### src/ir_codes_pkg.sv
package ir_codes_pkg;

	typedef logic [31:0] frame_t; // full frame as delivered by the receiver
	typedef logic [15:0] half_code_t; // custom code or key code
	typedef logic [2:0]  remote_t;
	typedef logic [3:0]  key_t;

	localparam int num_remotes = 8;
	localparam int num_keys    = 16;

	// custom codes sit in the low half of the frame
	localparam half_code_t remote_codes [num_remotes] = '{
		16'h7F80,
		16'h6F90,
		16'h5FA0,
		16'h4FB0,
		16'h3FC0,
		16'h2FD0,
		16'h1FE0,
		16'h0FF0
	};

	// key codes sit in the high half, NEC style command byte plus its inverse
	localparam half_code_t key_codes [num_remotes][num_keys] = '{
		// remote 0
		'{16'hFF00, 16'hFE01, 16'hFD02, 16'hFC03, 16'hFB04, 16'hFA05, 16'hF906, 16'hF807,
		  16'hF708, 16'hF609, 16'hF50A, 16'hF40B, 16'hF30C, 16'hF20D, 16'hF10E, 16'hF00F},
		// remote 1
		'{16'hEF10, 16'hEE11, 16'hED12, 16'hEC13, 16'hEB14, 16'hEA15, 16'hE916, 16'hE817,
		  16'hE718, 16'hE619, 16'hE51A, 16'hE41B, 16'hE31C, 16'hE21D, 16'hE11E, 16'hE01F},
		// remote 2
		'{16'hDF20, 16'hDE21, 16'hDD22, 16'hDC23, 16'hDB24, 16'hDA25, 16'hD926, 16'hD827,
		  16'hD728, 16'hD629, 16'hD52A, 16'hD42B, 16'hD32C, 16'hD22D, 16'hD12E, 16'hD02F},
		// remote 3
		'{16'hCF30, 16'hCE31, 16'hCD32, 16'hCC33, 16'hCB34, 16'hCA35, 16'hC936, 16'hC837,
		  16'hC738, 16'hC639, 16'hC53A, 16'hC43B, 16'hC33C, 16'hC23D, 16'hC13E, 16'hC03F},
		// remote 4
		'{16'hBF40, 16'hBE41, 16'hBD42, 16'hBC43, 16'hBB44, 16'hBA45, 16'hB946, 16'hB847,
		  16'hB748, 16'hB649, 16'hB54A, 16'hB44B, 16'hB34C, 16'hB24D, 16'hB14E, 16'hB04F},
		// remote 5
		'{16'hAF50, 16'hAE51, 16'hAD52, 16'hAC53, 16'hAB54, 16'hAA55, 16'hA956, 16'hA857,
		  16'hA758, 16'hA659, 16'hA55A, 16'hA45B, 16'hA35C, 16'hA25D, 16'hA15E, 16'hA05F},
		// remote 6
		'{16'h9F60, 16'h9E61, 16'h9D62, 16'h9C63, 16'h9B64, 16'h9A65, 16'h9966, 16'h9867,
		  16'h9768, 16'h9669, 16'h956A, 16'h946B, 16'h936C, 16'h926D, 16'h916E, 16'h906F},
		// remote 7
		'{16'h8F70, 16'h8E71, 16'h8D72, 16'h8C73, 16'h8B74, 16'h8A75, 16'h8976, 16'h8877,
		  16'h8778, 16'h8679, 16'h857A, 16'h847B, 16'h837C, 16'h827D, 16'h817E, 16'h807F}
	};

endpackage

### src/ir_bus_pkg.sv
package ir_bus_pkg;

	typedef logic [31:0] word_t; // bus address or data

	localparam word_t decoder_addr = 32'h0000_4010;

	// value after reset and after every selected read
	localparam word_t invalid_word = 32'h8000_0000;

	// access format of the reading instruction, 3 falls back to byte
	typedef enum logic [1:0]
	{
		fmt_byte = 2'd0,
		fmt_half = 2'd1,
		fmt_word = 2'd2
	} access_fmt_t;

	// result word layout
	localparam int invalid_bit     = 31;
	localparam int key_lsb         = 18; // key index in 21:18
	localparam int remote_lsb_byte = 0;
	localparam int remote_lsb_half = 1;
	localparam int remote_lsb_word = 2;

	// settling window after data_ready rises
	typedef logic [7:0] win_count_t;

	localparam win_count_t win_begin = 8'd48; // capture point
	localparam win_count_t win_end   = 8'd58; // last count before wrap

endpackage

### src/ir_code_decode.sv
`timescale 1ns/1ps

module ir_code_decode
(
	input  ir_codes_pkg::frame_t  code,
	output ir_codes_pkg::remote_t remote,
	output ir_codes_pkg::key_t    key,
	output logic                  invalid
);

	ir_codes_pkg::half_code_t lo_half; // custom code
	ir_codes_pkg::half_code_t hi_half; // key code

	logic remote_hit;
	logic key_hit;

	assign lo_half = code[15:0];
	assign hi_half = code[31:16];

	// remote lookup, the custom codes are all distinct so at most one hit
	always_comb
	begin
		remote_hit = 1'b0;
		remote     = '0;
		for (int r = 0; r < ir_codes_pkg::num_remotes; r++)
		begin
			if (lo_half == ir_codes_pkg::remote_codes[r])
			begin
				remote_hit = 1'b1;
				remote     = ir_codes_pkg::remote_t'(r);
			end
		end
	end

	// key lookup in the row of the matched remote only
	always_comb
	begin
		key_hit = 1'b0;
		key     = '0;
		if (remote_hit)
		begin
			for (int k = 0; k < ir_codes_pkg::num_keys; k++)
			begin
				if (hi_half == ir_codes_pkg::key_codes[remote][k])
				begin
					key_hit = 1'b1;
					key     = ir_codes_pkg::key_t'(k);
				end
			end
		end
	end

	assign invalid = !key_hit; // a key hit implies a remote hit

	// unknown remote must come out as the plain invalid word downstream
	always_comb
	begin
		if (!remote_hit)
		begin
			assert #0 (invalid && remote == '0 && key == '0)
				else $error("unmatched remote with nonzero indices");
		end
	end

endmodule

### src/ready_window.sv
`timescale 1ns/1ps

module ready_window
(
	input  logic iCLK,
	input  logic rst_n,
	input  logic data_ready,
	output logic capture
);

	ir_bus_pkg::win_count_t count;

	// settling counter, wraps so a held frame is taken again each window
	always_ff @(posedge iCLK)
	begin
		if (!rst_n)
		begin
			count <= '0;
		end
		else if (!data_ready)
		begin
			count <= '0; // idle between frames
		end
		else if (count < ir_bus_pkg::win_end)
		begin
			count <= count + ir_bus_pkg::win_count_t'(1);
		end
		else
		begin
			count <= '0;
		end
	end

	// one pulse per window, on the edge after the count hits win_begin
	always_ff @(posedge iCLK)
	begin
		if (!rst_n)
		begin
			capture <= 1'b0;
		end
		else
		begin
			capture <= data_ready && (count == ir_bus_pkg::win_begin);
		end
	end

	// strobe must stay a single cycle wide across the wrap too
	a_capture_single : assert property (
		@(posedge iCLK) disable iff (!rst_n)
		capture |=> !capture
	) else $error("capture high on two consecutive cycles");

endmodule

### src/ir_result_reg.sv
`timescale 1ns/1ps

module ir_result_reg
(
	input  logic                    iCLK,
	input  logic                    rst_n,
	input  logic                    capture,
	input  ir_codes_pkg::remote_t   remote,
	input  ir_codes_pkg::key_t      key,
	input  logic                    invalid,
	input  ir_bus_pkg::access_fmt_t fmt,
	input  logic                    read_en,
	input  ir_bus_pkg::word_t       addr,
	output ir_bus_pkg::word_t       read_data
);

	localparam int remote_w = $bits(ir_codes_pkg::remote_t);
	localparam int key_w    = $bits(ir_codes_pkg::key_t);

	ir_bus_pkg::word_t packed_word;
	ir_bus_pkg::word_t result;

	logic read_sel;

	// pack the decode result, the remote index moves with the access format
	always_comb
	begin
		packed_word                                   = '0;
		packed_word[ir_bus_pkg::invalid_bit]          = invalid;
		packed_word[ir_bus_pkg::key_lsb +: key_w]     = key; // zero unless valid
		case (fmt)
			ir_bus_pkg::fmt_half:
				packed_word[ir_bus_pkg::remote_lsb_half +: remote_w] = remote;
			ir_bus_pkg::fmt_word:
				packed_word[ir_bus_pkg::remote_lsb_word +: remote_w] = remote;
			default:
				packed_word[ir_bus_pkg::remote_lsb_byte +: remote_w] = remote; // byte and 3
		endcase
	end

	assign read_sel = read_en && (addr == ir_bus_pkg::decoder_addr);

	// clear on read wins over a capture in the same cycle
	always_ff @(posedge iCLK)
	begin
		if (!rst_n)
		begin
			result <= ir_bus_pkg::invalid_word;
		end
		else if (read_sel)
		begin
			result <= ir_bus_pkg::invalid_word;
		end
		else if (capture)
		begin
			result <= packed_word; // overwrites an unread result
		end
	end

	assign read_data = read_sel ? result : '0;

	// shared read bus, the decoder only drives it when addressed
	a_idle_zero : assert property (
		@(posedge iCLK) disable iff (!rst_n)
		!read_sel |-> (read_data == '0)
	) else $error("read_data nonzero outside a selected read");

endmodule

### src/ir_remote_decoder.sv
`timescale 1ns/1ps

module ir_remote_decoder
(
	input  logic                    iCLK,
	input  logic                    rst_n,
	input  ir_codes_pkg::frame_t    code,
	input  logic                    data_ready,
	input  logic                    read_en,
	input  ir_bus_pkg::word_t       addr,
	input  ir_bus_pkg::access_fmt_t fmt,
	output ir_bus_pkg::word_t       read_data
);

	ir_codes_pkg::remote_t remote;
	ir_codes_pkg::key_t    key;
	logic                  invalid;
	logic                  capture;

	// frame lookup, zero latency
	ir_code_decode i_ir_code_decode
	(
		.code    (code),
		.remote  (remote),
		.key     (key),
		.invalid (invalid)
	);

	// waits for the frame to settle before taking it
	ready_window i_ready_window
	(
		.iCLK       (iCLK),
		.rst_n      (rst_n),
		.data_ready (data_ready),
		.capture    (capture)
	);

	ir_result_reg i_ir_result_reg
	(
		.iCLK      (iCLK),
		.rst_n     (rst_n),
		.capture   (capture),
		.remote    (remote),
		.key       (key),
		.invalid   (invalid),
		.fmt       (fmt),
		.read_en   (read_en),
		.addr      (addr),
		.read_data (read_data)
	);

endmodule

### config.mk
export PLATFORM = sky130hd
export DESIGN_NAME = ir_remote_decoder
export DESIGN_NICKNAME = d
export VERILOG_FILES = /design/src/ir_codes_pkg.sv /design/src/ir_bus_pkg.sv /design/src/ir_code_decode.sv /design/src/ready_window.sv /design/src/ir_result_reg.sv /design/src/ir_remote_decoder.sv
export SDC_FILE = /design/constraint.sdc
export NUM_CORES = 1
export LEC_CHECK = 0
export ABC_AREA = 1
export BUFFER_PORTS_ARGS = -buffer_cell sky130_fd_sc_hd__clkbuf_2
export CAP_MARGIN = 5
export CORE_UTILIZATION = 35
export DETAILED_ROUTE_END_ITERATION = 8
export GPL_TIMING_DRIVEN = 0
export PLACE_DENSITY = 0.75
export SLEW_MARGIN = 10
export SYNTH_ARGS = -nofsm -noshare
export SYNTH_HDL_FRONTEND = slang
export SYNTH_SLANG_ARGS = --single-unit
### constraint.sdc
create_clock -name iCLK -period 5.9 [get_ports iCLK]
set_clock_uncertainty 0.1 [all_clocks]
set_input_delay 0.59 -clock iCLK [delete_from_list [all_inputs] [get_ports iCLK]]
set_output_delay 0.59 -clock iCLK [all_outputs]
set_load 0.1 [all_outputs]
After elaboration in Yosys (flattened, before gate mapping)
Memory sizes are Yosys's and may differ from the RTL's.
Index checks and enable logic that the tools add are counted.
{"block": "classes", "n_addsub": 1, "n_lt_le_gt_ge": 2, "n_eq_ne": 28, "mux": 56, "n_bitwise": 2, "reduce_logical": 6}
{"op": "$mux 256", "count": 2}
{"op": "$eq 16x16->1", "count": 16}
{"op": "$eq 16x15->1 const B", "count": 4}
{"op": "$mux 4", "count": 9}
{"op": "$eq 16x14->1 const B", "count": 2}
{"op": "$eq 32x15->1 const B", "count": 1}
{"op": "$mux 32", "count": 1}
{"op": "$mux 1", "count": 29}
{"op": "$mux 3", "count": 8}
{"op": "$eq 16x12->1 const B", "count": 1}
{"op": "$eq 16x13->1 const B", "count": 1}
{"op": "$add 8x1->8 const B", "count": 1}
{"op": "$eq 8x6->1 const B", "count": 1}
{"op": "$lt 8x6->1 const B", "count": 1}
{"op": "$mux 2", "count": 4}
{"op": "$pmux 1 s2", "count": 3}
{"op": "$ge 4x4->1 const B", "count": 1}
{"op": "$not 3->4", "count": 1}
{"op": "$reduce_or 2->1", "count": 2}
{"op": "$reduce_and 3->1", "count": 1}
{"op": "$eq 2x1->1 const B", "count": 1}
{"op": "$eq 2x2->1 const B", "count": 1}
{"op": "$logic_and 1x1->1", "count": 2}
{"op": "$logic_not 1->1", "count": 1}
{"op": "$not 1->1", "count": 1}
{"block": "word_totals", "reg_bits": 19, "romBits": 2048, "in_bits": 70, "out_inout_bits": 32, "n_memories": 1}
{"memory": "(name not given)", "words": 8, "word_bits": 256, "rd": 1, "rd_clocked_by_memory_dff": 0, "wr": 0, "line_no": "ir_code_decode.sv:44", "source": "if (hi_half == ir_codes_pkg::key_codes[remote][k])"}

Longest topological paths before layout
Gate-level depths: netlist of the first run.
{"block": "logic_depth", "word_depth": 31, "mapped_depth": 20}

Hierarchy
Synthesis of the first run repeated with hierarchy kept, for this count alone.
{"block": "unflattened", "hier_cells": 339, "hier_area_um2": 2044.5}
{"module": "ir_result_reg", "instances": 1, "cells_per_inst": 146, "area_per_inst_um2": 893.4, "seq_area_each_um2": 200.2}
{"module": "ir_code_decode", "instances": 1, "cells_per_inst": 145, "area_per_inst_um2": 784.5, "seq_area_each_um2": 0.0}
{"module": "ready_window", "instances": 1, "cells_per_inst": 48, "area_per_inst_um2": 366.6, "seq_area_each_um2": 180.2}

Least setup slack after synthesis of the first run
Ideal clock, no wire load.
{"block": "synth_timing", "path_kind": "input to output", "from": "input addr[19]", "to": "output read_data[0]", "t_arrival_ns": 2.986, "required_ns": 5.210, "setup_slack_ns": 2.224, "stages": 6, "cell_sequence": "or4_1 nor4_1 nand4_1 nor2_1 clkinv_1 nor2_1"}
{"block": "synth_via", "elab_chain_len": 3}
{"item": "start: declaration", "line_no": "ir_remote_decoder.sv:10", "source": "input ir_bus_pkg::word_t addr,"}
{"item": "$eq 32x15->1", "line_no": "ir_result_reg.sv:41", "source": "assign read_sel = read_en && (addr == ir_bus_pkg::decoder_addr);"}
{"item": "$logic_and 1x1->1", "line_no": "ir_result_reg.sv:41"}
{"item": "$mux 32", "line_no": "ir_result_reg.sv:60", "source": "assign read_data = read_sel ? result : '0;"}
{"item": "end: declaration", "line_no": "ir_remote_decoder.sv:12", "source": "output ir_bus_pkg::word_t read_data"}
Every way passes these cells.

Worst setup path after layout of the first run
{"block": "layout_timing", "from": "input addr[19]", "to": "output read_data[3]"}
The elaborated chain is that of the path after synthesis.

==> results of run 1 <==
stage by stage:
step,instances,hold WS [ns],util (%),total power [mW]
2_1_floorplan,346,0.317,-,0.230
3_3_place_gp,495,0.337,47.7,0.258
3_5_place_dp,495,0.347,47.7,0.259
4_1_cts,499,0.363,48.6,0.349
5_1_grt,499,0.385,48.6,0.367
6_report,499,0.366,48.6,0.347
synth_stat cells, drive strengths merged:
cell type	number
buf	23
o22ai	3
or4	2
xnor2	1
nor3	10
o211ai	2
clkinv	4
inv	60
nor2	59
o21bai	1
o21ai	14
conb	1
nand4	7
nor3b	2
nand2	76
dfxtp	19
ha	4
o2bb2ai	1
a21oi	9
nand3b	1
o221ai	2
nor4	5
o2111ai	1
nand3	16
flip-flops by register name, indices dropped and copies added (netlist names):
name                    cells
i_ready_window.count        8
i_ready_window.capture      1
i_ir_result_reg.result     10
layout make-up:
type                       instances  area (µm²)
clock inverter                     1        5.00
tap                               70        87.6
timing repair buffer              79         395
buffer                            23         176
sequential                        19         380
clock buffer                       3        41.3
fill                             540        2660
multi-input combinational        240        1190
inverter                          64         240
per-layer routing:
metal	vias to the layer above	track usage, %
met5	-	0
met2	77	32.3
met3	2	3.31
li1	1183	-
met4	0	0.823
met1	908	16.7
tightest hold or removal path, stage by stage (launching register included):
cell and delay, ns:
dfxtp_1 0.31, nand2_1 0.06, a21oi_1 0.05
power by group through the flow:
stage	clock (mW)	sequential (mW)	combinational (mW)
finish	0.0898	0.129	0.127
global route	0.0995	0.129	0.138
CTS	0.0927	0.129	0.127
detailed placement	0	0.132	0.127
global placement	0	0.132	0.126
floorplan	0	0.132	0.0973
cell families (layout without fill, tap and decap cells):
logic type	Yosys count	in the layout	synth area share [%]
simple gates	178	178	43.6
buf+inv	87	170	22.0
compound gates	33	33	11.1
flops	19	19	20.0
fa+ha+maj	4	4	2.64
other cells	1	24	0.198
xor+xnor	1	1	0.462
worst max path at each step:
stage              from  slack, ns  depth (start not counted)            to
2_1_floorplan  addr[19]       2.22                          6  read_data[0]
3_3_place_gp   addr[19]       2.64                          8  read_data[3]
3_5_place_dp   addr[19]       2.60                          8  read_data[3]
4_1_cts        addr[19]       2.60                          8  read_data[3]
5_1_grt        addr[19]       2.39                          8  read_data[3]
6_report       addr[19]       2.62                          8  read_data[3]
==> results.cfg, run 1 <==
[power]
ir_drop_mv = 0.0912
power_frac_clock_pct = 25.9
power.density_nw_per_um2 = 138
seqPwrFrac_pct = 37.4
p_leak_nw = 1.33
switching_power_mw = 0.135
comb_power_share_pct = 36.7
p_sw_share_pct = 39.0
intPower_mw = 0.211

[yosys]
yosysWarnings = 0
synth.yosys.seq_area_share_pct = 20.0
synth_area_leaders = dfxtp_1 20%, nand2_1 13%, nor2_1 10%, inv_1 10%, buf_4 8.7%
syn_avg_cell_area_um2 = 5.88
synth.largest_area_cell = dfxtp_1
synth-seq-cells = 19
synth_top_area_share_pct = 20.0
netlist_area_um2 = 1900
postSynthCellCount = 323
synth_cell_types = 34

[critical_path]
setup.worst_path.end_class = primary output
cp_max_fo = 10
cp_slowest_stage_delay_ns = 0.51
crit_chain = clkbuf_2 -> or4_1 -> nor4_1 -> nand4_1 -> nor2_1 -> clkinv_1 -> nor2_1 -> clkbuf_2
cp_slowest_cell = or4_1
cp.arrival_ns = 2.59
path_class = input port to primary output
required_ns = 5.21
r2r_setup_slack_ns = 4.47
start_kind = input port
cpLargestDelayFamily = simple AND/OR/NAND/NOR gates
r2r_end = i_ir_result_reg.result[18]
reg2reg_depth = 6
crit-reg2reg-launch = i_ready_window.capture
path_buf_inv = 3

[die]
io_pins = 102
dieArea_um2 = 5720
die_w_um = 75.6
fp-row-count = 26
start_util_pct = 36.7
core_region_area_um2 = 5170
dieHeight_um = 75.6

[route]
met3_length_um = 313
drc = 0
wl_mm = 4.32
routedLengthMet1_mm = 1.80
drt-pass1-iter-count = 4
dr.first_iter.drc_count = 48
vias = 2170
wl_per_cell_um = 8.66
vias_per_cell = 4.35
route.met2.wl_mm = 2.19
ant_nets = 0
highest_layer = met4

[timing]
fin_crit_sh_pct = 55.5
finalMaxSlewViolations = 0
period_needed_ns = 3.28
worst_pin_slew_ns = 0.551
hold_viol = 0
setup_violations = 0
slew_headroom_pct = 63.4
rsz0062_at_grt = no
tns_ns = 0
fmax_ghz = 0.305
fin_ws_ns = 2.62

[hold_path]
hp-start = i_ir_result_reg.result[18]
hp-class = flop to flop
whs_endpoint = i_ir_result_reg.result[18]
min_path_cells = 2

[cts]
cts_hold_buffers = 0
cts_resized = 0
clk_path_buf_depth = 2
cts_root_buffer = clkbuf_8
cts_tree = built
clock_latency_ns = 0.25
htreeDepth = 1
post_cts_buffers = 0
cts_sinks = 19
clkTransAtPathRegs_ns = 0.07
cts_made_buffers = 3

[layout]
antennaDiodeCount = 0
area_delta_synth_final_pct = 32.4
final_common_cell = clkbuf_2
final_net_count = 504
fin_area_um2 = 2510
layout_common_cells = 79 x clkbuf_2, 67 x nand2_1, 53 x nor2_1
drive_gt1_share_pct = 32.4

[placed_design]
io_buffer_count = 79
place_ws_ns = 2.60
dpl.hpwl_mm = 3.77
place_area_um2 = 2470
gp_congestion = 0.857

[global_route]
antenna_found_initial = 0
grt_pass1_vias = 1876
gr-total-overflow = 0
gr-usage-all-layers_pct = 15.6
grt_pass1_wl_mm = 7.07
grt_max_degree = 12

[run_status]
status = finished clean

[flow_run]
cap_violations = 0
Note: power is estimated with default switching activity, not from simulation.
==> run 2, diff against run 1 <==
Settings changed: PLACE_DENSITY 0.75 to 0.78.
Clock period 5.9 ns to 2.8 ns, I/O delays scaled along.
==> run 2 against run 1 <==
Against the previous run: die area unchanged; cell count unchanged; first-iteration DRC count increased by 38%; via count grew 1.8%; sequential power grew 110%; clock-buffer cell count unchanged; highest routed layer is now met3; total power up 110%.
==> results.cfg, run 2 (synthesized netlist as in run 1, its figures left out) <==
[global_route]
grt_pass1_wl_mm = 7.36
grt_max_degree = 12
gr-usage-all-layers_pct = 16.4
antenna_found_initial = 0
grt_pass1_vias = 1978
gr-total-overflow = 0

[route]
drc = 0
vias = 2209
wl_per_cell_um = 8.85
wl_mm = 4.41
drt-pass1-iter-count = 4
vias_per_cell = 4.43
ant_nets = 0
dr.first_iter.drc_count = 66

[timing]
rsz0062_at_grt = no
setup_violations = 0
fin_crit_sh_pct = 83.8
finalMaxSlewViolations = 0
slew_headroom_pct = 64.2
period_needed_ns = 2.35
hold_viol = 0
tns_ns = 0
worst_pin_slew_ns = 0.537
fmax_ghz = 0.426

[hold_path]
whs_endpoint = i_ready_window.capture
hp-class = input port to flop
min_path_cells = 3
hp-start = rst_n

[layout]
antennaDiodeCount = 0
reg_top3 = i_ir_result_reg.result: 10 flops, i_ready_window.count: 8 flops, i_ready_window.capture: 1 flops
area_delta_synth_final_pct = 33.8
layout_common_cells = 69 x clkbuf_2, 67 x nand2_1, 53 x nor2_1
fin_area_um2 = 2540
final_util_pct = 49.1
final_net_count = 504
regMostFlops = i_ir_result_reg.result
final_common_cell = clkbuf_2
nFillCells = 542
largest_register_ffs = 10
drive_gt1_share_pct = 32.6

[flow_run]
cap_violations = 0

[power]
seqPwrFrac_pct = 37.3
ir_drop_mv = 0.266
power.density_nw_per_um2 = 288
intPower_mw = 0.445
p_leak_nw = 1.34
power_frac_clock_pct = 25.8
comb_power_share_pct = 36.9
switching_power_mw = 0.286
p_sw_share_pct = 39.1

[placed_design]
dpl.hpwl_mm = 3.87
io_buffer_count = 79
gp_congestion = 0.857
place_area_um2 = 2470

[cts]
cts_root_buffer = clkbuf_8
cts_hold_buffers = 0
clkTransAtPathRegs_ns = 0.07
clock_latency_ns = 0.25
cts_sinks = 19
cts_tree = built
cts_made_buffers = 3
htreeDepth = 1
clk_path_buf_depth = 2

[die]
core_region_area_um2 = 5170
fp-row-count = 26
dieHeight_um = 75.6
dieArea_um2 = 5720
die_w_um = 75.6
start_util_pct = 36.7
io_pins = 102

[critical_path]
crit_chain = clkbuf_2 -> or4_1 -> nor3_1 -> nand4_1 -> nor2_1 -> inv_2 -> nor2_1 -> clkbuf_4
path_class = input port to primary output
start_kind = input port
r2r_end = i_ir_result_reg.result[18]
setup.worst_path.end_class = primary output
cp_max_fo = 10
cp_slowest_cell = or4_1
crit-reg2reg-launch = i_ready_window.capture
cp.arrival_ns = 1.97
cp_common_cell = nor2_1
r2r_setup_slack_ns = 1.38
reg2reg_depth = 6
required_ns = 2.42
cp_slowest_stage_delay_ns = 0.49

[run_status]
status = finished clean
## run 2: cell count changes in the layout (fill, tap and decap cells not counted)
cell / change
clkbuf_2: -10
clkbuf_4: +10
clkinv_1: -1
inv_2: +1
## run 2: worst max-delay path: cells and delay by family
family        cells  cell delay, ns
buf+inv           3            0.57
simple gates      5            1.12
## run 2: worst max-delay path by stage
stage / slack [ns] / end / from
2_1_floorplan: -0.26 / read_data[0] / addr[19]
3_3_place_gp: 0.08 / read_data[3] / addr[19]
3_5_place_dp: 0.08 / read_data[3] / addr[10]
4_1_cts: 0.07 / read_data[3] / addr[10]
5_1_grt: 0.17 / read_data[4] / addr[19]
6_report: 0.45 / read_data[3] / addr[10]
## run 2: cell type report
| type | instances | area (µm²) | share of cell area, % |
|---|---|---|---|
| clock buffers | 3 | 41.3 | 1.63 |
| inverters | 64 | 240 | 9.46 |
| repair buffers | 79 | 420 | 16.6 |
| clock inverters | 1 | 5.00 | 0.197 |
| multi-input cells | 240 | 1190 | 46.8 |
| flip-flops and latches | 19 | 380 | 15.0 |
| well taps | 70 | 87.6 | 3.45 |
| plain buffers | 23 | 176 | 6.95 |
## run 2: routing by layer
metal	wire [µm]	share of wire [%]	vias up	GRT usage, %
met2	2350	53	84	35.1
met5	0	0	-	0
met1	1800	41	943	16.9
met3	261	5.9	0	2.78
li1	-	-	1182	-
met4	0	0	0	1.44
## run 2: power by group through the flow
stage,combinational (mW),sequential (mW),clock [mW]
CTS,0.270,0.273,0.196
global route,0.292,0.273,0.210
floorplan,0.205,0.279,0
global placement,0.266,0.279,0
detailed placement,0.269,0.279,0
finish,0.270,0.273,0.189
## run 2: timing repair
| item | 4_1_cts | 5_1_grt |
|---|---|---|
| resized for setup | 0 | 21 |
| endpoints found under the setup margin | 0 | 10 |
| setup buffers | 0 | 0 |
| hold endpoints to repair | 0 | 0 |
## run 2: per-stage QoR
| step | setup WS [ns] | hold WS [ns] | total power, mW | std cells |
|---|---|---|---|---|
| final | 0.453 | 0.194 | 0.732 | 499 |
| after CTS | 0.0741 | 0.181 | 0.739 | 499 |
| after floorplan | -0.256 | 0.317 | 0.484 | 346 |
| after global placement | 0.0847 | 0.332 | 0.545 | 495 |
| after global routing | 0.172 | 0.188 | 0.775 | 499 |
| after detailed placement | 0.0754 | 0.337 | 0.548 | 495 |
